## config.mk

```make
export PLATFORM = sky130hd
export DESIGN_NAME = sched_core
export DESIGN_NICKNAME = d
export VERILOG_FILES = /design/src/hdl/isa_pkg.sv /design/src/hdl/sched_pkg.sv /design/src/hdl/dispatch_unit.sv /design/src/hdl/exec_cluster.sv /design/src/hdl/reservation_station.sv /design/src/hdl/sched_core.sv
export SDC_FILE = /design/constraint.sdc
export NUM_CORES = 2
export LEC_CHECK = 0
export BUFFER_PORTS_ARGS = -buffer_cell sky130_fd_sc_hd__clkbuf_2
export CAP_MARGIN = 15
export CORE_MARGIN = 3
export CORE_UTILIZATION = 45
export CTS_CLUSTER_SIZE = 14
export DETAILED_ROUTE_END_ITERATION = 7
export SLEW_MARGIN = 20
export SYNTH_ARGS = -nofsm -noshare
export SYNTH_HDL_FRONTEND = slang
export SYNTH_HIERARCHICAL = 1
export SYNTH_SLANG_ARGS = --single-unit
```

## constraint.sdc

```tcl
create_clock -name clock -period 27.2 [get_ports clock]
set_input_delay 5.44 -clock clock [delete_from_list [all_inputs] [get_ports clock]]
set_output_delay 5.44 -clock clock [all_outputs]
set_load 0.1 [all_outputs]
```

## src/hdl/isa_pkg.sv

```systemverilog
package isa_pkg;

    localparam int NUM_REGS = 8;                 // Architectural registers
    localparam int REG_W    = $clog2(NUM_REGS);
    localparam int DATA_W   = 16;                // Product keeps low 16 bits
    localparam int OP_W     = 3;

    // Integer opcodes, no memory or branch ops
    typedef enum logic [OP_W-1:0] {
        OP_ADD = 3'd0,
        OP_SUB = 3'd1,
        OP_AND = 3'd2,
        OP_OR  = 3'd3,
        OP_XOR = 3'd4,
        OP_MUL = 3'd5
    } opcode_t;

    typedef enum logic {
        FU_ALU  = 1'b0,
        FU_MULT = 1'b1
    } fu_class_t;

    typedef logic [REG_W-1:0]  reg_index_t;
    typedef logic [DATA_W-1:0] data_t;

    // Unit class of an opcode
    function automatic fu_class_t op_class(opcode_t op);
        return (op == OP_MUL) ? FU_MULT : FU_ALU;
    endfunction

endpackage

```

## src/hdl/sched_pkg.sv

```systemverilog
package sched_pkg;

    import isa_pkg::*;

    localparam int TAG_W = 4;

    typedef logic [TAG_W-1:0] tag_t;

    // Tag zero marks a value as present, never handed out
    localparam tag_t TAG_READY = '0;

    // One reservation station slot
    typedef struct packed {
        logic       busy;
        logic       issued;     // Sent to a unit, waiting for own broadcast
        opcode_t    opcode;
        tag_t       tag1;       // Producer of operand 1, or TAG_READY
        data_t      val1;
        tag_t       tag2;
        data_t      val2;
        reg_index_t dest;
        tag_t       own_tag;    // Tag this entry broadcasts on
    } rs_entry_t;

endpackage

```

## src/hdl/dispatch_unit.sv

```systemverilog
`timescale 1ns/10ps

module dispatch_unit
    import isa_pkg::*;
    import sched_pkg::*;
(
    input  logic       clock,
    input  logic       reset,
    input  logic       dispatch_valid,
    input  opcode_t    opcode,
    input  reg_index_t dest,
    input  reg_index_t src1,
    input  reg_index_t src2,
    input  reg_index_t reg_read_index,
    input  logic       alu_entry_free,
    input  logic       mult_entry_free,
    input  logic       cdb_valid,
    input  tag_t       cdb_tag,
    input  reg_index_t cdb_dest,
    input  data_t      cdb_value,
    output logic       dispatch_stall,
    output data_t      reg_read_value,
    output logic       alloc_valid,
    output fu_class_t  alloc_class,
    output opcode_t    alloc_opcode,
    output reg_index_t alloc_dest,
    output tag_t       alloc_tag,
    output tag_t       src1_tag,
    output data_t      src1_value,
    output tag_t       src2_tag,
    output data_t      src2_value
);

    data_t     regs      [NUM_REGS];    // Register file
    tag_t      map_table [NUM_REGS];    // Pending producer per register
    tag_t      next_tag;                // Tag counter that skips TAG_READY
    fu_class_t dec_class;
    logic      accept;

    // Tag and value of one source with CDB bypass
    function automatic logic [TAG_W+DATA_W-1:0] read_source(reg_index_t idx);
        tag_t t;
        t = map_table[idx];
        if (t == TAG_READY)
            return {TAG_READY, regs[idx]};
        if (cdb_valid && cdb_tag == t)
            return {TAG_READY, cdb_value};  // Producer broadcasting right now
        return {t, regs[idx]};
    endfunction

    assign dec_class = op_class(opcode);

    // Stall from registered free levels only
    assign dispatch_stall = (dec_class == FU_MULT) ? !mult_entry_free : !alu_entry_free;
    assign accept         = dispatch_valid && !dispatch_stall;

    assign alloc_valid  = accept;
    assign alloc_class  = dec_class;
    assign alloc_opcode = opcode;
    assign alloc_dest   = dest;
    assign alloc_tag    = next_tag;

    always_comb begin
        {src1_tag, src1_value} = read_source(src1);
        {src2_tag, src2_value} = read_source(src2);
    end

    assign reg_read_value = regs[reg_read_index];  // Debug read

    always_ff @(posedge clock or posedge reset) begin
        if (reset) begin
            next_tag <= tag_t'(1);
            for (int i = 0; i < NUM_REGS; i++) begin
                regs[i]      <= data_t'(i);  // Register i starts at i
                map_table[i] <= TAG_READY;
            end
        end else begin
            // Writeback only if no younger rename of this register
            if (cdb_valid && map_table[cdb_dest] == cdb_tag) begin
                regs[cdb_dest]      <= cdb_value;
                map_table[cdb_dest] <= TAG_READY;
            end
            // Rename wins over a same-cycle clear
            if (accept) begin
                map_table[dest] <= next_tag;
                next_tag        <= (next_tag == '1) ? tag_t'(1) : next_tag + tag_t'(1);
            end
        end
    end

    // A strobe held through a stall renames nothing
    a_no_accept_stalled: assert property (@(posedge clock) disable iff (reset)
        dispatch_valid && dispatch_stall |=> $stable(next_tag));

endmodule

```

## src/hdl/exec_cluster.sv

```systemverilog
`timescale 1ns/10ps

module exec_cluster
    import isa_pkg::*;
    import sched_pkg::*;
#(
    parameter  int NUM_ALU_RS  = 4,
    parameter  int NUM_MULT_RS = 2,
    parameter  int MULT_STAGES = 3,
    localparam int NUM_RS      = NUM_ALU_RS + NUM_MULT_RS
) (
    input  logic                     clock,
    input  logic                     reset,
    input  logic [NUM_RS-1:0]        ready_vec,
    input  logic [NUM_RS*OP_W-1:0]   entry_opcode,
    input  logic [NUM_RS*DATA_W-1:0] entry_op_a,
    input  logic [NUM_RS*DATA_W-1:0] entry_op_b,
    input  logic [NUM_RS*TAG_W-1:0]  entry_tag,
    input  logic [NUM_RS*REG_W-1:0]  entry_dest,
    output logic [NUM_RS-1:0]        issue_alu_vec,
    output logic [NUM_RS-1:0]        issue_mult_vec,
    output logic                     cdb_valid,
    output tag_t                     cdb_tag,
    output reg_index_t               cdb_dest,
    output data_t                    cdb_value
);

    localparam int IDX_W = (NUM_RS > 1) ? $clog2(NUM_RS) : 1;

    logic [IDX_W-1:0]       alu_idx, mult_idx;
    logic                   alu_found, mult_found;
    logic                   alu_go, mult_go, alu_block;
    opcode_t                alu_op;
    data_t                  alu_a, alu_b, alu_result, mult_product;
    logic                   alu_valid;                // ALU output register
    tag_t                   alu_tag;
    reg_index_t             alu_dest;
    data_t                  alu_value;
    logic [MULT_STAGES-1:0] mult_valid;               // Multiplier pipe, stage 0 first
    tag_t                   mult_tag   [MULT_STAGES];
    reg_index_t             mult_dest  [MULT_STAGES];
    data_t                  mult_value [MULT_STAGES];

    // Lowest ready entry per class
    always_comb begin
        alu_found  = 1'b0;
        alu_idx    = '0;
        mult_found = 1'b0;
        mult_idx   = '0;
        for (int i = NUM_RS - 1; i >= 0; i--) begin
            if (ready_vec[i] && i < NUM_ALU_RS) begin
                alu_found = 1'b1;
                alu_idx   = IDX_W'(i);
            end else if (ready_vec[i]) begin
                mult_found = 1'b1;
                mult_idx   = IDX_W'(i);
            end
        end
    end

    // Hold ALU back when a multiply lands on the CDB next cycle
    generate
        if (MULT_STAGES > 1) begin : g_hazard_pipe
            assign alu_block = mult_valid[MULT_STAGES-2];
        end else begin : g_hazard_single
            assign alu_block = mult_go;
        end
    endgenerate

    assign mult_go = mult_found;
    assign alu_go  = alu_found && !alu_block;

    always_comb begin
        issue_alu_vec  = '0;
        issue_mult_vec = '0;
        if (alu_go)
            issue_alu_vec[alu_idx] = 1'b1;
        if (mult_go)
            issue_mult_vec[mult_idx] = 1'b1;
    end

    assign alu_op       = opcode_t'(entry_opcode[alu_idx*OP_W +: OP_W]);
    assign alu_a        = entry_op_a[alu_idx*DATA_W +: DATA_W];
    assign alu_b        = entry_op_b[alu_idx*DATA_W +: DATA_W];
    assign mult_product = entry_op_a[mult_idx*DATA_W +: DATA_W] *
                          entry_op_b[mult_idx*DATA_W +: DATA_W];  // Low half kept

    always_comb begin
        case (alu_op)
            OP_SUB:  alu_result = alu_a - alu_b;
            OP_AND:  alu_result = alu_a & alu_b;
            OP_OR:   alu_result = alu_a | alu_b;
            OP_XOR:  alu_result = alu_a ^ alu_b;
            default: alu_result = alu_a + alu_b;  // OP_ADD
        endcase
    end

    always_ff @(posedge clock or posedge reset) begin
        if (reset) begin
            alu_valid  <= 1'b0;
            mult_valid <= '0;
        end else begin
            alu_valid  <= alu_go;
            mult_valid <= (mult_valid << 1) | MULT_STAGES'(mult_go);
        end
    end

    // Tag and dest ride along with each result
    always_ff @(posedge clock) begin
        if (alu_go) begin
            alu_tag   <= entry_tag[alu_idx*TAG_W +: TAG_W];
            alu_dest  <= entry_dest[alu_idx*REG_W +: REG_W];
            alu_value <= alu_result;
        end
        mult_tag[0]   <= entry_tag[mult_idx*TAG_W +: TAG_W];
        mult_dest[0]  <= entry_dest[mult_idx*REG_W +: REG_W];
        mult_value[0] <= mult_product;
        for (int s = 1; s < MULT_STAGES; s++) begin
            mult_tag[s]   <= mult_tag[s-1];
            mult_dest[s]  <= mult_dest[s-1];
            mult_value[s] <= mult_value[s-1];
        end
    end

    // Multiplier first on the CDB
    assign cdb_valid = alu_valid || mult_valid[MULT_STAGES-1];

    always_comb begin
        if (mult_valid[MULT_STAGES-1]) begin
            cdb_tag   = mult_tag[MULT_STAGES-1];
            cdb_dest  = mult_dest[MULT_STAGES-1];
            cdb_value = mult_value[MULT_STAGES-1];
        end else begin
            cdb_tag   = alu_tag;
            cdb_dest  = alu_dest;
            cdb_value = alu_value;
        end
    end

    // Issue-time hazard check keeps the two results apart
    a_one_result: assert property (@(posedge clock) disable iff (reset)
        !(alu_valid && mult_valid[MULT_STAGES-1]));

endmodule

```

## src/hdl/reservation_station.sv

```systemverilog
`timescale 1ns/10ps

module reservation_station
    import isa_pkg::*;
    import sched_pkg::*;
#(
    parameter  int NUM_ALU_RS  = 4,
    parameter  int NUM_MULT_RS = 2,
    localparam int NUM_RS      = NUM_ALU_RS + NUM_MULT_RS
) (
    input  logic                     clock,
    input  logic                     reset,
    input  logic                     alloc_valid,
    input  fu_class_t                alloc_class,
    input  opcode_t                  alloc_opcode,
    input  reg_index_t               alloc_dest,
    input  tag_t                     alloc_tag,
    input  tag_t                     src1_tag,
    input  data_t                    src1_value,
    input  tag_t                     src2_tag,
    input  data_t                    src2_value,
    input  logic                     cdb_valid,
    input  tag_t                     cdb_tag,
    input  reg_index_t               cdb_dest,
    input  data_t                    cdb_value,
    input  logic [NUM_RS-1:0]        issue_alu_vec,
    input  logic [NUM_RS-1:0]        issue_mult_vec,
    output logic                     alu_entry_free,
    output logic                     mult_entry_free,
    output logic [NUM_RS-1:0]        ready_vec,
    output logic [NUM_RS*OP_W-1:0]   entry_opcode,
    output logic [NUM_RS*DATA_W-1:0] entry_op_a,
    output logic [NUM_RS*DATA_W-1:0] entry_op_b,
    output logic [NUM_RS*TAG_W-1:0]  entry_tag,
    output logic [NUM_RS*REG_W-1:0]  entry_dest
);

    localparam int IDX_W = (NUM_RS > 1) ? $clog2(NUM_RS) : 1;
    // Low entries are ALU, upper ones multiply
    localparam logic [NUM_RS-1:0] ALU_MASK = {NUM_RS{1'b1}} >> NUM_MULT_RS;

    rs_entry_t         entry [NUM_RS];
    logic [NUM_RS-1:0] free_vec;
    logic [IDX_W-1:0]  alloc_idx;
    logic              alloc_hit;
    logic              tag_dup;        // Two live entries share a tag
    logic              cdb_owner_ok;   // Broadcast matches a live entry and its dest

    always_comb begin
        for (int i = 0; i < NUM_RS; i++)
            free_vec[i] = !entry[i].busy;
    end

    assign alu_entry_free  = |(free_vec & ALU_MASK);
    assign mult_entry_free = |(free_vec & ~ALU_MASK);

    // Lowest free entry of the requested class
    always_comb begin
        alloc_hit = 1'b0;
        alloc_idx = '0;
        for (int i = NUM_RS - 1; i >= 0; i--) begin
            if (free_vec[i] && (ALU_MASK[i] == (alloc_class == FU_ALU))) begin
                alloc_hit = 1'b1;
                alloc_idx = IDX_W'(i);
            end
        end
    end

    always_ff @(posedge clock or posedge reset) begin
        if (reset) begin
            for (int i = 0; i < NUM_RS; i++)
                entry[i] <= '0;
        end else begin
            for (int i = 0; i < NUM_RS; i++) begin
                if (entry[i].busy && cdb_valid && cdb_tag == entry[i].own_tag) begin
                    entry[i].busy   <= 1'b0;  // Own result broadcast
                    entry[i].issued <= 1'b0;
                end else if (entry[i].busy) begin
                    // Snoop, cdb_tag is never TAG_READY
                    if (cdb_valid && cdb_tag == entry[i].tag1) begin
                        entry[i].tag1 <= TAG_READY;
                        entry[i].val1 <= cdb_value;
                    end
                    if (cdb_valid && cdb_tag == entry[i].tag2) begin
                        entry[i].tag2 <= TAG_READY;
                        entry[i].val2 <= cdb_value;
                    end
                    if (issue_alu_vec[i] || issue_mult_vec[i])
                        entry[i].issued <= 1'b1;
                end else if (alloc_valid && alloc_hit && alloc_idx == IDX_W'(i)) begin
                    entry[i] <= '{busy:    1'b1,
                                  issued:  1'b0,
                                  opcode:  alloc_opcode,
                                  tag1:    src1_tag,
                                  val1:    src1_value,
                                  tag2:    src2_tag,
                                  val2:    src2_value,
                                  dest:    alloc_dest,
                                  own_tag: alloc_tag};
                end
            end
        end
    end

    // Flattened views for the execution block
    always_comb begin
        for (int i = 0; i < NUM_RS; i++) begin
            ready_vec[i] = entry[i].busy && !entry[i].issued &&
                           entry[i].tag1 == TAG_READY && entry[i].tag2 == TAG_READY;
            entry_opcode[i*OP_W +: OP_W]     = entry[i].opcode;
            entry_op_a[i*DATA_W +: DATA_W]   = entry[i].val1;
            entry_op_b[i*DATA_W +: DATA_W]   = entry[i].val2;
            entry_tag[i*TAG_W +: TAG_W]      = entry[i].own_tag;
            entry_dest[i*REG_W +: REG_W]     = entry[i].dest;
        end
    end

    always_comb begin
        tag_dup      = 1'b0;
        cdb_owner_ok = 1'b0;
        for (int i = 0; i < NUM_RS; i++) begin
            for (int j = i + 1; j < NUM_RS; j++) begin
                if (entry[i].busy && entry[j].busy && entry[i].own_tag == entry[j].own_tag)
                    tag_dup = 1'b1;
            end
            if (entry[i].busy && entry[i].own_tag == cdb_tag && entry[i].dest == cdb_dest)
                cdb_owner_ok = 1'b1;
        end
    end

    // Issue select in the execution block picks only ready entries of its class
    a_issue_ready: assert property (@(posedge clock) disable iff (reset)
        ((issue_alu_vec & ~(ready_vec & ALU_MASK)) == '0) &&
        ((issue_mult_vec & ~(ready_vec & ~ALU_MASK)) == '0));

    // Tag counter wrap never reaches a live tag
    a_unique_tag: assert property (@(posedge clock) disable iff (reset) !tag_dup);

    a_cdb_owner: assert property (@(posedge clock) disable iff (reset)
        cdb_valid |-> cdb_owner_ok);

endmodule

```

## src/hdl/sched_core.sv

```systemverilog
`timescale 1ns/10ps

module sched_core
    import isa_pkg::*;
    import sched_pkg::*;
#(
    parameter  int NUM_ALU_RS  = 4,
    parameter  int NUM_MULT_RS = 2,
    parameter  int MULT_STAGES = 3,
    localparam int NUM_RS      = NUM_ALU_RS + NUM_MULT_RS
) (
    input  logic       clock,
    input  logic       reset,
    input  logic       dispatch_valid,
    input  opcode_t    opcode,
    input  reg_index_t dest,
    input  reg_index_t src1,
    input  reg_index_t src2,
    input  reg_index_t reg_read_index,
    output logic       dispatch_stall,
    output data_t      reg_read_value,
    output logic       cdb_valid,
    output tag_t       cdb_tag,
    output reg_index_t cdb_dest,
    output data_t      cdb_value
);

    // Dispatch to RS
    logic       alloc_valid;
    fu_class_t  alloc_class;
    opcode_t    alloc_opcode;
    reg_index_t alloc_dest;
    tag_t       alloc_tag;
    tag_t       src1_tag, src2_tag;
    data_t      src1_value, src2_value;
    logic       alu_entry_free, mult_entry_free;

    // RS to execution and back
    logic [NUM_RS-1:0]        ready_vec;
    logic [NUM_RS*OP_W-1:0]   entry_opcode;
    logic [NUM_RS*DATA_W-1:0] entry_op_a, entry_op_b;
    logic [NUM_RS*TAG_W-1:0]  entry_tag;
    logic [NUM_RS*REG_W-1:0]  entry_dest;
    logic [NUM_RS-1:0]        issue_alu_vec, issue_mult_vec;

    dispatch_unit u_dispatch (.*);

    reservation_station #(
        .NUM_ALU_RS  (NUM_ALU_RS),
        .NUM_MULT_RS (NUM_MULT_RS)
    ) u_rs (.*);

    exec_cluster #(
        .NUM_ALU_RS  (NUM_ALU_RS),
        .NUM_MULT_RS (NUM_MULT_RS),
        .MULT_STAGES (MULT_STAGES)
    ) u_exec (.*);

endmodule

```

==> flow_summary.html <==
<table>
<tr><th>Metric</th><th>Value</th></tr>
<tr><th colspan="2">Status</th></tr>
<tr><td>Status</td><td>finished clean</td></tr>
<tr><th colspan="2">Setup path</th></tr>
<tr><td>Path length in cells of the critical path</td><td>4</td></tr>
<tr><td>Largest stage delay on the critical path</td><td>0.69 ns</td></tr>
<tr><td>CP Capture Type</td><td>output pin</td></tr>
<tr><td>Crit path buffers/inverters</td><td>2</td></tr>
<tr><td>Capturing element of the worst setup path</td><td>reg_read_value[0]</td></tr>
<tr><td>Startpoint class of the critical path</td><td>primary input</td></tr>
<tr><td>Launching instance or port of the critical path</td><td>reg_read_index[1]</td></tr>
<tr><td>Worst path arrival time</td><td>7.39 ns</td></tr>
<tr><td>Critical R2R Capture</td><td>u_exec/mult_value[0][15]</td></tr>
<tr><td>Worst R2R Start</td><td>u_rs/entry[24]</td></tr>
<tr><td>Cell type of the slowest stage on the worst timing path</td><td>sky130_fd_sc_hd__clkbuf_2</td></tr>
<tr><td>Crit path kind</td><td>in -&gt; out</td></tr>
<tr><td>Worst EP required</td><td>21.76 ns</td></tr>
<tr><td>Crit Path Max Fanout</td><td>32</td></tr>
<tr><td>R2r worst-path depth</td><td>22</td></tr>
<tr><td>Worst reg2reg setup slack</td><td>19.33 ns</td></tr>
<tr><td>Cell type with the highest occurrence count on the critical path</td><td>sky130_fd_sc_hd__clkbuf_2</td></tr>
<tr><td>Cell-by-cell trace of the critical path</td><td>clkbuf_2 -&gt; mux4_2 -&gt; mux2_2 -&gt; clkbuf_2</td></tr>
<tr><td>Crit-path leading delay family</td><td>buffers and inverters</td></tr>
<tr><th colspan="2">Route</th></tr>
<tr><td>DR iter-0 viols</td><td>2,613</td></tr>
<tr><td>Drt first pass iters</td><td>6</td></tr>
<tr><td>Ratio of routed vias to standard cells</td><td>~6.0</td></tr>
<tr><td>DRC violations left</td><td>0</td></tr>
<tr><td>Post-route ant nets</td><td>0</td></tr>
<tr><td>Sum of routed wire length over all layers</td><td>111,000 um</td></tr>
<tr><td>Per-cell routed wire length</td><td>around 24 um</td></tr>
<tr><td>Detailed-route via count</td><td>27.5k</td></tr>
<tr><th colspan="2">Clocking</th></tr>
<tr><td>Post-CTS Resized</td><td>0</td></tr>
<tr><td>TritonCTS Buffers</td><td>59</td></tr>
<tr><td>Post-CTS setup-driven buffer insertion count</td><td>0</td></tr>
<tr><td>Hold buffers post-CTS</td><td>0</td></tr>
<tr><td>Maximum level of the CTS H-tree</td><td>2</td></tr>
<tr><td>CTS Root Cell</td><td>sky130_fd_sc_hd__clkbuf_16</td></tr>
<tr><td>Maximum clock insertion buffer count</td><td>3</td></tr>
<tr><td>Total number of clock tree sinks</td><td>566</td></tr>
<tr><td>Clock network latency to the later pin of the worst-skew pair</td><td>0.64 ns</td></tr>
<tr><td>Clock-pin slew on the worst setup and hold paths</td><td>0.07 ns</td></tr>
<tr><td>Clock tree from TritonCTS</td><td>built</td></tr>
<tr><th colspan="2">Placed design</th></tr>
<tr><td>Placed wire-length estimate</td><td>75,400 um</td></tr>
<tr><td>Port Buf Inserts</td><td>just under 60</td></tr>
<tr><td>Routability congestion estimate</td><td>0.889</td></tr>
<tr><th colspan="2">STA</th></tr>
<tr><td>Hold violation count in the final report</td><td>0</td></tr>
<tr><td>Period utilization</td><td>0.472</td></tr>
<tr><td>Pin slew with the least headroom to its limit</td><td>1.09 ns</td></tr>
<tr><td>Clock skew after layout</td><td>between 0.02 and 0.03 ns</td></tr>
<tr><td>Setup total negative slack</td><td>0 ns</td></tr>
<tr><td>Maximum achievable frequency</td><td>77.9 MHz</td></tr>
<tr><td>Max-slew headroom at the worst pin</td><td>0.265</td></tr>
<tr><td>Unrepaired setup endpoints after global routing</td><td>false</td></tr>
<tr><td>Final Max Slew Viols</td><td>0</td></tr>
<tr><td>Post-layout min period</td><td>12.83 ns</td></tr>
<tr><td>Count of endpoints failing setup in the final report</td><td>0</td></tr>
<tr><th colspan="2">Floorplanning</th></tr>
<tr><td>FP Rows</td><td>105</td></tr>
<tr><td>Y dimension of the die</td><td>just under 300 um</td></tr>
<tr><td>Floorplan Core Area</td><td>82,500 um2</td></tr>
<tr><td>Starting density of the core</td><td>0.456</td></tr>
<tr><td>Die ar.</td><td>87,100 um2</td></tr>
<tr><td>Die width</td><td>295 um</td></tr>
<tr><td>Number of top-level pins</td><td>59</td></tr>
<tr><th colspan="2">Synth</th></tr>
<tr><td>Total standard cell area after synthesis</td><td>37,600 um2</td></tr>
<tr><td>Synthesized instance count</td><td>3,728</td></tr>
<tr><td>Synth warn</td><td>6</td></tr>
<tr><td>Per-instance average area after synthesis</td><td>just over 10 um2</td></tr>
<tr><th colspan="2">Final layout</th></tr>
<tr><td>Final nets</td><td>3,620</td></tr>
<tr><td>Share of post-route cells with drive strength above 1</td><td>0.201</td></tr>
<tr><td>Area Growth Syn to Fin</td><td>3.72%</td></tr>
<tr><td>Diode insertion count for antenna repair</td><td>0</td></tr>
<tr><th colspan="2">Global routing</th></tr>
<tr><td>Remaining global-route overflow</td><td>0</td></tr>
<tr><td>Global-route wire length before repair</td><td>171,000 um</td></tr>
<tr><td>Largest net degree at the start of global routing</td><td>134</td></tr>
<tr><td>Via count of the first global-routing pass</td><td>27.1k</td></tr>
<tr><td>Initial antenna violation count</td><td>0</td></tr>
<tr><td>Tot GR Track Use</td><td>0.255</td></tr>
<tr><th colspan="2">Min path</th></tr>
<tr><td>Cells on Worst Hold Path</td><td>0</td></tr>
<tr><td>Class of the worst hold path</td><td>reg -&gt; reg</td></tr>
<tr><th colspan="2">Flow run</th></tr>
<tr><td>Maximum capacitance violations</td><td>0</td></tr>
</table>
==> worst min-delay path by stage <==
stage	from	end	slack, ns
after floorplan	u_exec/mult_dest[0][0]	u_exec/mult_dest[0][3]	0.31
after global placement	u_exec/mult_tag[0][4]	u_exec/mult_tag[0][8]	0.31
after detailed placement	u_exec/mult_dest[0][0]	u_exec/mult_dest[0][3]	0.31
after CTS	u_exec/mult_tag[0][5]	u_exec/mult_tag[0][9]	0.32
after global routing	u_exec/mult_tag[0][5]	u_exec/mult_tag[0][9]	0.32
final	u_exec/mult_tag[0][5]	u_exec/mult_tag[0][9]	0.32
==> through the flow <==
stage               std cells  area [um2]  setup slack, ns   util  hold WS (ns)
detailed placement       4432       36800            14.37  0.446         0.312
global route             4544       39000            14.31  0.473         0.324
floorplan                3733       37600            13.30      -         0.310
CTS                      4544       39000            14.36  0.473         0.323
global placement         4432       36800            14.43  0.446         0.310
finish                   4544       39000            14.37  0.473         0.319
==> metal layers <==
metal / track usage / up-vias / routed length (um)
met4: 0.0877 / 0 / 3870
met2: 0.407 / 1115 / 51200
li1: - / 12100 / -
met5: 0 / - / 0
met1: 0.359 / 14000 / 48200
met3: 0.0360 / 200 / 7850
==> layout make-up <==
cell class	count	area, um2
fill	7539	43500
clock inverter	27	347
timing repair buffer	132	846
multi-input combinational	2464	19900
inverter	200	763
sequential	566	14000
clock buffer	85	1830
tap	1070	1340
==> placed cells by master, fill, tap and decap left out, types with 23 or more instances in the layout <==
cell type / count
sky130_fd_sc_hd__mux2_1: 44
sky130_fd_sc_hd__a22o_1: 57
sky130_fd_sc_hd__a21oi_1: 74
sky130_fd_sc_hd__mux4_2: 107
sky130_fd_sc_hd__mux2_2: 238
sky130_fd_sc_hd__clkbuf_2: 56
sky130_fd_sc_hd__nand3_1: 54
sky130_fd_sc_hd__o21ai_1: 24
sky130_fd_sc_hd__nor2b_1: 25
sky130_fd_sc_hd__a31oi_1: 44
sky130_fd_sc_hd__dfxtp_1: 69
sky130_fd_sc_hd__xor2_1: 53
sky130_fd_sc_hd__o21ai_0: 216
sky130_fd_sc_hd__fa_1: 81
sky130_fd_sc_hd__buf_4: 74
sky130_fd_sc_hd__edfxtp_1: 23
sky130_fd_sc_hd__mux2i_1: 92
sky130_fd_sc_hd__a2bb2oi_1: 38
sky130_fd_sc_hd__nor2_1: 231
sky130_fd_sc_hd__inv_1: 195
sky130_fd_sc_hd__o21a_1: 42
sky130_fd_sc_hd__nand2_1: 470
sky130_fd_sc_hd__dfrtp_1: 460
sky130_fd_sc_hd__xnor2_1: 96
sky130_fd_sc_hd__clkbuf_16: 64
sky130_fd_sc_hd__ha_1: 98
sky130_fd_sc_hd__a21o_1: 53
==> flip-flops by register name, indices dropped and copies added, names as in the netlist, 4 cells and up <==
name	cells
u_exec/alu_tag	4
u_exec/mult_tag	12
u_rs/entry_op_b	96
u_exec/alu_value	16
u_rs/entry_op_a	96
u_rs/entry_dest	18
u_rs/entry	60
u_dispatch/map_table	32
u_rs/entry_tag	24
u_dispatch/alloc_tag	4
u_rs/entry_opcode	12
u_exec/mult_dest	9
u_exec/mult_value	48
u_dispatch/regs	128
==> worst register-to-register path: cells and delay by family, from the launching register on <==
family                     cells  cell delay (ns)
buffers and inverters          4             0.75
xor gates and xnor gates       7             1.41
muxes                          1             0.57
and+or+nand+nor                3             1.04
DFF                            1             0.44
AOI/OAI and AO/OA              1             0.51
adders and majority gates      6             3.01
Power is left out: the tool's default activity adds up to more than one toggle a clock period on the data nets, which glitch-free logic cannot reach.
